File: src/hw/rv32i_pkg.sv
package rv32i_pkg;

    // a data word or a raw instruction word
    typedef logic [31:0] word_t;

    // an architectural register index, register 0 always reads as zero
    typedef logic [4:0] reg_idx_t;

    // number of architectural registers
    localparam int NUM_REGS = 32;

    // instruction class, taken from the 7-bit major opcode
    // the encodings are the RV32I major opcodes themselves, so the decoder
    // can compare the opcode field against the enum values directly
    typedef enum logic [6:0] {
        // register-register arithmetic
        op_reg     = 7'b0110011,
        // register-immediate arithmetic
        op_imm     = 7'b0010011,
        // loads write rd and read rs1 for the address
        op_load    = 7'b0000011,
        // stores read rs1 and rs2 and write no register
        op_store   = 7'b0100011,
        // conditional branches compare rs1 with rs2
        op_branch  = 7'b1100011,
        op_lui     = 7'b0110111,
        op_auipc   = 7'b0010111,
        op_jal     = 7'b1101111,
        op_jalr    = 7'b1100111,
        // any major opcode outside the base integer set
        op_illegal = 7'b0000000
    } opcode_t;

    // bit positions of the register fields inside an instruction word
    localparam int RD_LSB  = 7;
    localparam int RS1_LSB = 15;
    localparam int RS2_LSB = 20;

    // width of the major opcode field, which sits at bit 0
    localparam int OPCODE_W = 7;

endpackage : rv32i_pkg

File: src/hw/rob_pkg.sv
package rob_pkg;

    // number of reorder-buffer entries, a power of two from 2 to 16
    localparam int ROB_DEPTH = 8;

    // width of the head and tail pointers
    localparam int ROB_PTR_W = $clog2(ROB_DEPTH);

    // producer tag, wide enough to name entry 16 of the largest buffer
    typedef logic [4:0] tag_t;

    // tag 0 marks a register whose committed value is current
    // entry i of the buffer is named by tag i+1
    localparam tag_t NO_TAG = 5'd0;

    // life cycle of one reorder-buffer entry
    typedef enum logic [1:0] {
        // entry holds nothing and can be allocated
        st_free,
        // entry allocated, result not yet written back
        st_busy,
        // result written back, waiting to reach the head
        st_done
    } entry_state_t;

endpackage : rob_pkg

File: src/hw/instr_decoder.sv
module instr_decoder (
    input  rv32i_pkg::word_t    instr,
    input  logic                instr_valid,
    input  logic                full,
    output rv32i_pkg::opcode_t  op,
    output rv32i_pkg::reg_idx_t rs1,
    output rv32i_pkg::reg_idx_t rs2,
    output rv32i_pkg::reg_idx_t rd,
    output logic                load_tag,
    output logic                issue_valid
);

    // which register fields the current class really uses
    logic uses_rs1;
    logic uses_rs2;
    logic uses_rd;

    always_comb begin
        // unknown opcodes read and write nothing
        op       = rv32i_pkg::op_illegal;
        uses_rs1 = 1'b0;
        uses_rs2 = 1'b0;
        uses_rd  = 1'b0;
        case (instr[rv32i_pkg::OPCODE_W-1:0])
            rv32i_pkg::op_reg: begin
                op       = rv32i_pkg::op_reg;
                uses_rs1 = 1'b1;
                uses_rs2 = 1'b1;
                uses_rd  = 1'b1;
            end
            rv32i_pkg::op_imm: begin
                op       = rv32i_pkg::op_imm;
                uses_rs1 = 1'b1;
                uses_rd  = 1'b1;
            end
            rv32i_pkg::op_load: begin
                op       = rv32i_pkg::op_load;
                uses_rs1 = 1'b1;
                uses_rd  = 1'b1;
            end
            // stores and branches have no destination, bits 11:7 hold immediate bits
            rv32i_pkg::op_store: begin
                op       = rv32i_pkg::op_store;
                uses_rs1 = 1'b1;
                uses_rs2 = 1'b1;
            end
            rv32i_pkg::op_branch: begin
                op       = rv32i_pkg::op_branch;
                uses_rs1 = 1'b1;
                uses_rs2 = 1'b1;
            end
            // upper-immediate forms and jal only write rd
            rv32i_pkg::op_lui: begin
                op      = rv32i_pkg::op_lui;
                uses_rd = 1'b1;
            end
            rv32i_pkg::op_auipc: begin
                op      = rv32i_pkg::op_auipc;
                uses_rd = 1'b1;
            end
            rv32i_pkg::op_jal: begin
                op      = rv32i_pkg::op_jal;
                uses_rd = 1'b1;
            end
            rv32i_pkg::op_jalr: begin
                op       = rv32i_pkg::op_jalr;
                uses_rs1 = 1'b1;
                uses_rd  = 1'b1;
            end
            default: begin
                op = rv32i_pkg::op_illegal;
            end
        endcase
    end

    // unused fields are reported as register 0 so they never pick up a tag
    assign rs1 = uses_rs1 ? instr[rv32i_pkg::RS1_LSB +: 5] : '0;
    assign rs2 = uses_rs2 ? instr[rv32i_pkg::RS2_LSB +: 5] : '0;
    assign rd  = uses_rd  ? instr[rv32i_pkg::RD_LSB  +: 5] : '0;

    // an instruction goes out whenever the buffer has room
    assign issue_valid = instr_valid && !full;

    // only a real destination is renamed and takes a buffer entry
    assign load_tag = issue_valid && (rd != '0);

endmodule : instr_decoder

File: src/hw/regfile.sv
module regfile (
    input  logic                clk,
    input  logic                rst,
    input  logic                flush,

    // rename request from the decoder
    input  logic                load_tag,
    input  rob_pkg::tag_t       tag_decoder,
    input  rv32i_pkg::reg_idx_t reg_id_decoder,
    input  rv32i_pkg::reg_idx_t rs1,
    input  rv32i_pkg::reg_idx_t rs2,

    // commit from the reorder buffer
    input  logic                load_reg,
    input  rv32i_pkg::reg_idx_t reg_id_rob,
    input  rv32i_pkg::word_t    reg_val,
    input  rob_pkg::tag_t       tag_rob,

    // operands and result tag toward the reservation stations
    output rv32i_pkg::word_t    vj_out,
    output rv32i_pkg::word_t    vk_out,
    output rob_pkg::tag_t       qj_out,
    output rob_pkg::tag_t       qk_out,
    output rob_pkg::tag_t       qi_out
);

    // committed architectural values
    rv32i_pkg::word_t values [rv32i_pkg::NUM_REGS];

    // producer tag of the next value of each register, NO_TAG when current
    rob_pkg::tag_t tags [rv32i_pkg::NUM_REGS];

    // register 0 reads as zero and is never waiting on a producer
    assign vj_out = (rs1 == '0) ? '0 : values[rs1];
    assign vk_out = (rs2 == '0) ? '0 : values[rs2];
    assign qj_out = (rs1 == '0) ? rob_pkg::NO_TAG : tags[rs1];
    assign qk_out = (rs2 == '0) ? rob_pkg::NO_TAG : tags[rs2];

    // the result tag is the one granted by this cycle's rename
    assign qi_out = load_tag ? tag_decoder : rob_pkg::NO_TAG;

    always_ff @(posedge clk) begin
        if (rst) begin
            for (int i = 0; i < rv32i_pkg::NUM_REGS; i++) begin
                values[i] <= '0;
            end
        end else if (load_reg && reg_id_rob != '0) begin
            // a commit is final, so its value lands even during a flush
            values[reg_id_rob] <= reg_val;
        end
    end

    always_ff @(posedge clk) begin
        if (rst || flush) begin
            // flush drops all in-flight producers, committed values stay
            for (int i = 0; i < rv32i_pkg::NUM_REGS; i++) begin
                tags[i] <= rob_pkg::NO_TAG;
            end
        end else begin
            // clear the tag only if this commit is still the newest producer
            // an older commit after a second rename leaves the newer tag alone
            if (load_reg && reg_id_rob != '0 && tags[reg_id_rob] == tag_rob) begin
                tags[reg_id_rob] <= rob_pkg::NO_TAG;
            end
            // a rename to the same register in this cycle overrides the clear
            if (load_tag) begin
                tags[reg_id_decoder] <= tag_decoder;
            end
        end
    end

endmodule : regfile

File: src/hw/reorder_buffer.sv
module reorder_buffer (
    input  logic                clk,
    input  logic                rst,
    input  logic                flush,

    // allocation of a new entry for a renamed destination
    input  logic                alloc,
    input  rv32i_pkg::reg_idx_t alloc_reg,
    output rob_pkg::tag_t       alloc_tag,
    output logic                full,

    // results arriving from the execution units, in any order
    input  logic                wb_valid,
    input  rob_pkg::tag_t       wb_tag,
    input  rv32i_pkg::word_t    wb_value,

    // in-order commit toward the register file
    output logic                commit_valid,
    output rv32i_pkg::reg_idx_t commit_reg,
    output rv32i_pkg::word_t    commit_value,
    output rob_pkg::tag_t       commit_tag
);

    // per-entry state, destination register and result value
    rob_pkg::entry_state_t state [rob_pkg::ROB_DEPTH];
    rv32i_pkg::reg_idx_t   dest  [rob_pkg::ROB_DEPTH];
    rv32i_pkg::word_t      value [rob_pkg::ROB_DEPTH];

    // head is the oldest entry, tail the next one to allocate
    logic [rob_pkg::ROB_PTR_W-1:0] head;
    logic [rob_pkg::ROB_PTR_W-1:0] tail;

    // one extra bit so that a full buffer can be told from an empty one
    logic [rob_pkg::ROB_PTR_W:0] count;

    // writeback target, entry index is the tag minus one
    logic [rob_pkg::ROB_PTR_W-1:0] wb_idx;
    logic                          wb_hit;

    assign full = (count == rob_pkg::ROB_DEPTH);

    // entry i is named by tag i+1 so that tag 0 stays free for NO_TAG
    assign alloc_tag = rob_pkg::tag_t'(tail) + rob_pkg::tag_t'(1);

    assign wb_idx = rob_pkg::ROB_PTR_W'(wb_tag - rob_pkg::tag_t'(1));

    // results for tags outside the buffer or for idle entries are dropped
    assign wb_hit = wb_valid && wb_tag != rob_pkg::NO_TAG
                    && wb_tag <= rob_pkg::ROB_DEPTH
                    && state[wb_idx] == rob_pkg::st_busy;

    // the head commits as soon as its result is in
    // an empty buffer has a free head, so no extra count check is needed
    assign commit_valid = (state[head] == rob_pkg::st_done);
    assign commit_reg   = dest[head];
    assign commit_value = value[head];
    assign commit_tag   = rob_pkg::tag_t'(head) + rob_pkg::tag_t'(1);

    always_ff @(posedge clk) begin
        if (rst || flush) begin
            // flush empties the buffer the same way reset does
            for (int i = 0; i < rob_pkg::ROB_DEPTH; i++) begin
                state[i] <= rob_pkg::st_free;
            end
            head  <= '0;
            tail  <= '0;
            count <= '0;
        end else begin
            // the decoder only allocates while the buffer has room
            if (alloc) begin
                state[tail] <= rob_pkg::st_busy;
                tail        <= tail + 1'b1;
            end
            if (wb_hit) begin
                state[wb_idx] <= rob_pkg::st_done;
            end
            // head and tail never collide here, the buffer is neither full nor empty
            if (commit_valid) begin
                state[head] <= rob_pkg::st_free;
                head        <= head + 1'b1;
            end
            case ({alloc, commit_valid})
                2'b10:   count <= count + 1'b1;
                2'b01:   count <= count - 1'b1;
                default: count <= count;
            endcase
        end
    end

    // destination and result payload only move with their strobes
    always_ff @(posedge clk) begin
        if (alloc) begin
            dest[tail] <= alloc_reg;
        end
        if (wb_hit) begin
            value[wb_idx] <= wb_value;
        end
    end

endmodule : reorder_buffer

File: src/hw/rename_core.sv
module rename_core (
    input  logic                clk,
    input  logic                rst,
    input  logic                flush,

    // instruction stream
    input  logic                instr_valid,
    input  rv32i_pkg::word_t    instr,

    // results from the execution units
    input  logic                wb_valid,
    input  rob_pkg::tag_t       wb_tag,
    input  rv32i_pkg::word_t    wb_value,

    // issue toward the reservation stations
    output logic                issue_valid,
    output rv32i_pkg::opcode_t  issue_op,
    output rv32i_pkg::word_t    vj,
    output rv32i_pkg::word_t    vk,
    output rob_pkg::tag_t       qj,
    output rob_pkg::tag_t       qk,
    output rob_pkg::tag_t       qi,
    output logic                stall,

    // commits in program order
    output logic                commit_valid,
    output rv32i_pkg::reg_idx_t commit_reg,
    output rv32i_pkg::word_t    commit_value
);

    // decoded register fields and rename strobe
    rv32i_pkg::reg_idx_t rs1;
    rv32i_pkg::reg_idx_t rs2;
    rv32i_pkg::reg_idx_t rd;
    logic                load_tag;

    // next free tag, and the tag of the entry now committing
    rob_pkg::tag_t alloc_tag;
    rob_pkg::tag_t commit_tag;

    instr_decoder instr_decoder_i (
        .instr       (instr),
        .instr_valid (instr_valid),
        .full        (stall),
        .op          (issue_op),
        .rs1         (rs1),
        .rs2         (rs2),
        .rd          (rd),
        .load_tag    (load_tag),
        .issue_valid (issue_valid)
    );

    regfile regfile_i (
        .clk            (clk),
        .rst            (rst),
        .flush          (flush),
        .load_tag       (load_tag),
        .tag_decoder    (alloc_tag),
        .reg_id_decoder (rd),
        .rs1            (rs1),
        .rs2            (rs2),
        .load_reg       (commit_valid),
        .reg_id_rob     (commit_reg),
        .reg_val        (commit_value),
        .tag_rob        (commit_tag),
        .vj_out         (vj),
        .vk_out         (vk),
        .qj_out         (qj),
        .qk_out         (qk),
        .qi_out         (qi)
    );

    // only renamed destinations take a buffer entry
    reorder_buffer reorder_buffer_i (
        .clk          (clk),
        .rst          (rst),
        .flush        (flush),
        .alloc        (load_tag),
        .alloc_reg    (rd),
        .alloc_tag    (alloc_tag),
        .full         (stall),
        .wb_valid     (wb_valid),
        .wb_tag       (wb_tag),
        .wb_value     (wb_value),
        .commit_valid (commit_valid),
        .commit_reg   (commit_reg),
        .commit_value (commit_value),
        .commit_tag   (commit_tag)
    );

endmodule : rename_core

File: config.mk
export PLATFORM = sky130hd
export DESIGN_NAME = rename_core
export DESIGN_NICKNAME = d
export VERILOG_FILES = /design/src/hw/rv32i_pkg.sv /design/src/hw/rob_pkg.sv /design/src/hw/instr_decoder.sv /design/src/hw/regfile.sv /design/src/hw/reorder_buffer.sv /design/src/hw/rename_core.sv
export SDC_FILE = /design/constraint.sdc
export NUM_CORES = 2
export LEC_CHECK = 0
export BUFFER_PORTS_ARGS = -buffer_cell sky130_fd_sc_hd__buf_2
export CORE_MARGIN = 2
export CORE_UTILIZATION = 45
export DETAILED_ROUTE_END_ITERATION = 6
export GPL_ROUTABILITY_DRIVEN = 0
export PLACE_DENSITY_LB_ADDON = 0.1
export SYNTH_ARGS = -nofsm -noshare
export SYNTH_HDL_FRONTEND = slang
export SYNTH_HIERARCHICAL = 1
export SYNTH_SLANG_ARGS = --single-unit
export TNS_END_PERCENT = 30
File: constraint.sdc
create_clock -name clk -period 6.25 [get_ports clk]
set_clock_uncertainty 0.05 [all_clocks]
set_input_delay 0.3125 -clock clk [delete_from_list [all_inputs] [get_ports clk]]
set_output_delay 0.3125 -clock clk [all_outputs]
set_load 0.03 [all_outputs]
# Yosys cells after proc, flatten, opt, wreduce, memory -nomap -nowiden
# Memory sizes are Yosys's and may differ from the RTL's. A register that Yosys moved wholly into a read port is not among the register bits.
# Cells that the tools add are included.
totals:
  ff_bits: 10
  mem_bits_rw: 1464
  input_bits: 74
  output_inout_bits: 126
  elab_cells: 113
  n_memories: 5
memory_table:
  columns: ["name", "words", "width", "rd", "rd_ports_with_merged_regs", "wr", "line", "text"]
  rows:
  - ["regfile_i.values", 32, 32, 2, 0, 32, "regfile.sv:28", "rv32i_pkg::word_t values [rv32i_pkg::NUM_REGS];"]
  - ["reorder_buffer_i.value", 8, 32, 1, 1, 1, "reorder_buffer.sv:27", "rv32i_pkg::word_t value [rob_pkg::ROB_DEPTH];"]
  - ["regfile_i.tags", 32, 4, 3, 0, 32, "regfile.sv:31", "rob_pkg::tag_t tags [rv32i_pkg::NUM_REGS];"]
  - ["reorder_buffer_i.dest", 8, 5, 1, 1, 1, "reorder_buffer.sv:26", "rv32i_pkg::reg_idx_t dest [rob_pkg::ROB_DEPTH];"]
  - ["reorder_buffer_i.state", 8, 2, 2, 1, 8, "reorder_buffer.sv:25", "rob_pkg::entry_state_t state [rob_pkg::ROB_DEPTH];"]
op_classes:
  add_sub_neg: 7
  n_lt_le_gt_ge: 1
  n_eq_ne: 15
  muxes: 58
  n_reduce_logical: 24
ops:
  columns: ["cell", "n"]
  rows:
  - ["$mux 32", 3]
  - ["$pmux 7 s9", 1]
  - ["$mux 5", 9]
  - ["$reduce_or 32->1", 1]
  - ["$mux 1", 30]
  - ["$mux 3", 9]
  - ["$eq 7x6->1 const B", 3]
  - ["$eq 7x7->1 const B", 3]
  - ["$reduce_bool 5->1", 3]
  - ["$eq 7x5->1 const B", 2]
  - ["$logic_not 5->1", 2]
  - ["$add 3x1->4 const B", 2]
  - ["$mux 4", 2]
  - ["$pmux 4 s2", 1]
  - ["$reduce_or 4->1", 2]
  - ["$eq 7x2->1 const B", 1]
  - ["$logic_and 1x1->1", 7]
  - ["$reduce_or 7->1", 1]
  - ["$add 3x1->3 const B", 2]
  - ["$mux 2", 3]
  - ["$reduce_or 2->1", 3]
  - ["$reduce_or 6->1", 1]
  - ["$eq 5x5->1", 1]
  - ["$le 5x4->1 const B", 1]
  - ["10 further kinds", 12]

# Longest topological paths before layout
depth:
  depth_word: 11
  mapped_depth: 15
  mapped_depth_nobuf: 12

# Hierarchy
# Netlist, hierarchy kept.
by_module_without_submodules:
  columns: ["mod", "instances", "cells_each", "area_each_um2", "seq_area_each_um2"]
  rows:
  - ["regfile", 1, 4209, 64804.7, 35554.1]
  - ["reorder_buffer", 1, 625, 12715.9, 9469.1]
  - ["instr_decoder", 1, 45, 299.0, 0.0]

# Worst setup path before layout
# OpenSTA, ideal clock, no wires.
synth_timing:
  kind: "input port to flip-flop"
  startpoint: "input wb_tag[0]"
  endpoint: "memory reorder_buffer_i/value[0][0] (netlist name), enable pin"
  setup_time_ns: 0.501
  t_arrival_ns: 4.212
  t_required_ns: 5.699
  slack_ns: 1.486
  stages: 6
  cell_sequence: "inv_1 -> ha_1 -> nor2b_1 -> xnor2_1 -> nand2_1 -> nor4_1"
synth_via:
  elab_chain_cells: 6
synth_lines:
  columns: ["element", "line", "text"]
  rows:
  - ["start, declared", "rename_core.sv:12", "input rob_pkg::tag_t wb_tag,"]
  - ["$sub 3x1->3 / $reduce_bool 5->1 (equally long branches)", "reorder_buffer.sv:45, reorder_buffer.sv:48", null]
  - ["$mem_v2 8x2 / $logic_and 1x1->1 (equally long branches)", null, null]
  - ["$eq 2x1->1 / $logic_and 1x1->1 (equally long branches)", "reorder_buffer.sv:50, reorder_buffer.sv:49", null]
  - ["$logic_and 1x1->1", "reorder_buffer.sv:50", "&& state[wb_idx] == rob_pkg::st_busy;"]
  - ["$mux 1", "reorder_buffer.sv:95", "if (wb_hit) begin"]
  - ["$mux 1 (not written as such)", "reorder_buffer.sv:96", "value[wb_idx] <= wb_value;"]
  - ["end, declared", "reorder_buffer.sv:27", null]
# Parallel ways exist; a longest one is shown, timed or not.

==> flow_summary.ini <==
[critical_path]
worst-r2r-cell-count = 11
timing.critical_path.required_ps = 6700
reg2reg_to = regfile_i/tags[12][1]
worstPathArrival_ps = 5610
endpoint_kind = flip-flop
slowest_delay_ps = 710
cp_cell_sequence = mux4_2 -> mux2_4 -> buf_12 -> mux2i_1 -> o22ai_1 -> nor4_1 -> a21o_1 -> nand4_2 -> nor4_4 -> buf_4 -> a311o_1
critPathLaunchType = flip-flop
path_class = reg2reg
crit_path_top_delay_cell = dfxtp_4
regToRegSetupSlack_ps = 1090
critical_path_fanout_max = 38

[pwr]
power_density_mw_per_mm2 = 254.3
vdd_ir_drop_max_uv = 313.6
power.leakage_nw = 29.45

[detailed_routing]
antenna_left = 0
routed_wirelength_mm = 250.9
drc = 0
routed_vias = 46644
wire_per_inst_um = 33.47
drt_iter0_drc = 5581
viasPerCell = 6.221
drtPass1Iterations = 5

[grt]
grt_pass1_wl_mm = 352.8
grt_max_degree = 75
overall_track_demand_over_capacity_in_global_routing = 0.2860
globalRouteOverflowTotal = 0
grt_antenna_before_repair = 11
grt_pass1_vias = 46953

[sta]
finalMaxSlewViolations = 0
setup_ws_ps = 1090
finalCriticalPeriod_ps = 5160
total_negative_setup_slacks_ps = 0
setup_viol_count_final = 0
fmaxAchievable_mhz = 193.8
worst_slew_pin_slew_ps = 1217
timing.final.crit_share = 0.8256
final_hold_viol_count = 0
grt_setup_unrepaired = false
slew-limit-headroom = 0.1889

[clocking]
cts_tree = built
clock_latency_ps = 820
cts.sink_count = 1509
clkTransAtPathRegs_ps = 60
clockBufferDepth = 3
cts_max_level = 4
cts_buffers = 168
cts_root_buffer = clkbuf_16

[synth]
synth_fa_ha_area_frac = 0.001125
combinational_family_with_the_most_area_after_synthesis = multiplexers
synth_top_area_cell = edfxtp_1
synth.distinct_cells = 79
synth.cell_area_mm2 = 0.07782
synth_enable_flop_cells = 1480
syn_inst = 4879
synthXorXnorAreaFrac = 0.001013
synthMostInstantiatedCell = edfxtp_1
synth.area.top_cells = edfxtp_1 (57%), mux4_2 (20%), and2_1 (9.4%)
ranking_of_synthesized_cells_by_instance_count = edfxtp_1 (1480), and2_1 (1170), mux4_2 (699)
synth-compound-area-share = 0.02651
yosys_warnings = 6
post_synth_simple_gate_area = 0.1220
share_of_the_synthesized_area_in_the_top_cell_type = 0.5711
seq_area_frac_synth = 0.5786
syn-mean-instance-area_um2 = 15.95
dominantRegCellSynth = edfxtp_1
synth-seq-cells = 1509
muxShareOfSynthArea = 0.2451
async_flop_share = 0

[finish]
finish.cell_count_without_fillers = 7498
final_cell_area_mm2 = 0.08782
fillerInstances = 14110
post_route_cells_drive_above_1_share = 0.2963
layout.nets = 5136
syn_to_final_growth_pct = 12.85

[run_status]
run_status = finished, final reports clean

[floorplan]
floorplan.die_area_mm2 = 0.1763
boundaryPins = 200
die-width_um = 419.9
start_util = 0.4531
coreArea_mm2 = 0.1717
die_height_um = 419.9
floorplan.rows = 152

[min_path]
hold_path_stages = 2
hold_end = reorder_buffer_i/dest[4][1]
worst_hold_startpoint = instr[8]
hold_class = in2reg

[place]
dpl_cell_area_mm2 = 0.08226
placed_cells_incl_taps = 7160
preCtsSetupSlack_ps = 1175
post-dp-hpwl_mm = 155.0
port_buf_inserts = 188

[run]
cap_viol_max_count = 0
report_power, final:
part	total [W]	internal (W)	switching (W)
Clock	0.00963	0.00553	0.00410
Combinational	0.00117	0.000463	0.000707
Sequential	0.0115	0.0114	0.000159
Total	0.0223	0.0174	0.00497
cell usage in the layout, fill, tap and decap left out, types with 18 or more instances in the layout:
cell type      Yosys  layout
edfxtp_1        1480    1480
and2_1          1170    1160
mux4_2           699     699
mux2i_1          237     237
buf_2             67     187
buf_4              8     186
clkbuf_16          0     170
nor2_1           171     138
mux2_2            85      84
o22ai_1           75      75
clkbuf_1         337      45
dlygate4sd3_1      0      35
or2_2             35      35
conb_1             2      34
nor2_4             0      33
buf_12             0      32
nand2_1           31      30
a21oi_1           30      30
o221ai_1          29      29
a221oi_1          29      29
clkinv_2           0      28
clkinv_1           0      26
dfxtp_1           29      26
a211o_1           24      24
nor3_1            26      23
o21ai_0           23      23
nand2b_1          22      22
a211oi_1          22      22
nor2b_1           21      18
sequential cells by signal (all words and copies together) (netlist names), named ones only:
| signal | cells |
|---|---|
| regfile_i/values | 1024 |
| reorder_buffer_i/dest | 40 |
| reorder_buffer_i/tail | 3 |
| regfile_i/tags | 160 |
| reorder_buffer_i/count | 4 |
| reorder_buffer_i/head | 3 |
| reorder_buffer_i/state | 16 |
| reorder_buffer_i/value | 256 |
logic make-up (layout without fill, tap and decap cells):
logic type | count (synthesis) | count (layout)
simple gates | 1568 | 1568
xor+xnor | 9 | 9
mux | 1021 | 1021
buf+inv | 482 | 752
fa+ha+maj | 7 | 7
flops | 1509 | 1509
other cells | 2 | 41
compound gates | 281 | 281
final cells by class:
type	count	area, um2	area share
repair buffers	440	3323	0.03784
diodes	7	17.52	0.0001995
multi-input cells	2920	31300	0.3564
clock inverters	80	763.2	0.008691
clock buffers	216	4437	0.05052
well taps	2310	2890	0.03291
inverters	16	62.56	0.0007123
flip-flops and latches	1509	45030	0.5128
how the worst max path moves through the flow:
stage,depth (start not counted),end
after floorplan,6,reorder_buffer_i/value[0][0]
final,11,regfile_i/tags[12][1]
after detailed placement,11,regfile_i/tags[12][1]
after global routing,11,regfile_i/tags[12][1]
after global placement,11,regfile_i/tags[12][1]
after CTS,11,regfile_i/tags[12][1]
through the flow:
step                        util  hold WS [ps]  power (W)
after detailed placement  0.4790         439.1    0.01287
final                     0.5114         61.40    0.02233
after CTS                 0.5113         3.751    0.02248
after floorplan                -         361.4    0.01233
after global placement    0.4790         437.6    0.01285
after global routing      0.5113         54.47    0.02292
critical path: cells and delay by family (launching register included):
family	cells	cell delay, ps
simple gates	3	1140
mux	3	1490
flops	1	710
buf+inv	2	620
compound gates	3	740
timing repair:
item | 4_1_cts | 5_1_grt
hold endpoints to repair | 266 | 0
hold buffers | 35 | 0
setup buffers | 0 | 0
resized for setup | 0 | 0
per-layer routing:
layer	track usage	routed length (um)
met5	0	0
met2	0.4481	117500
met3	0.05854	21850
met4	0.09487	8724
met1	0.4004	102800
Power figures use the tool's default switching activity.
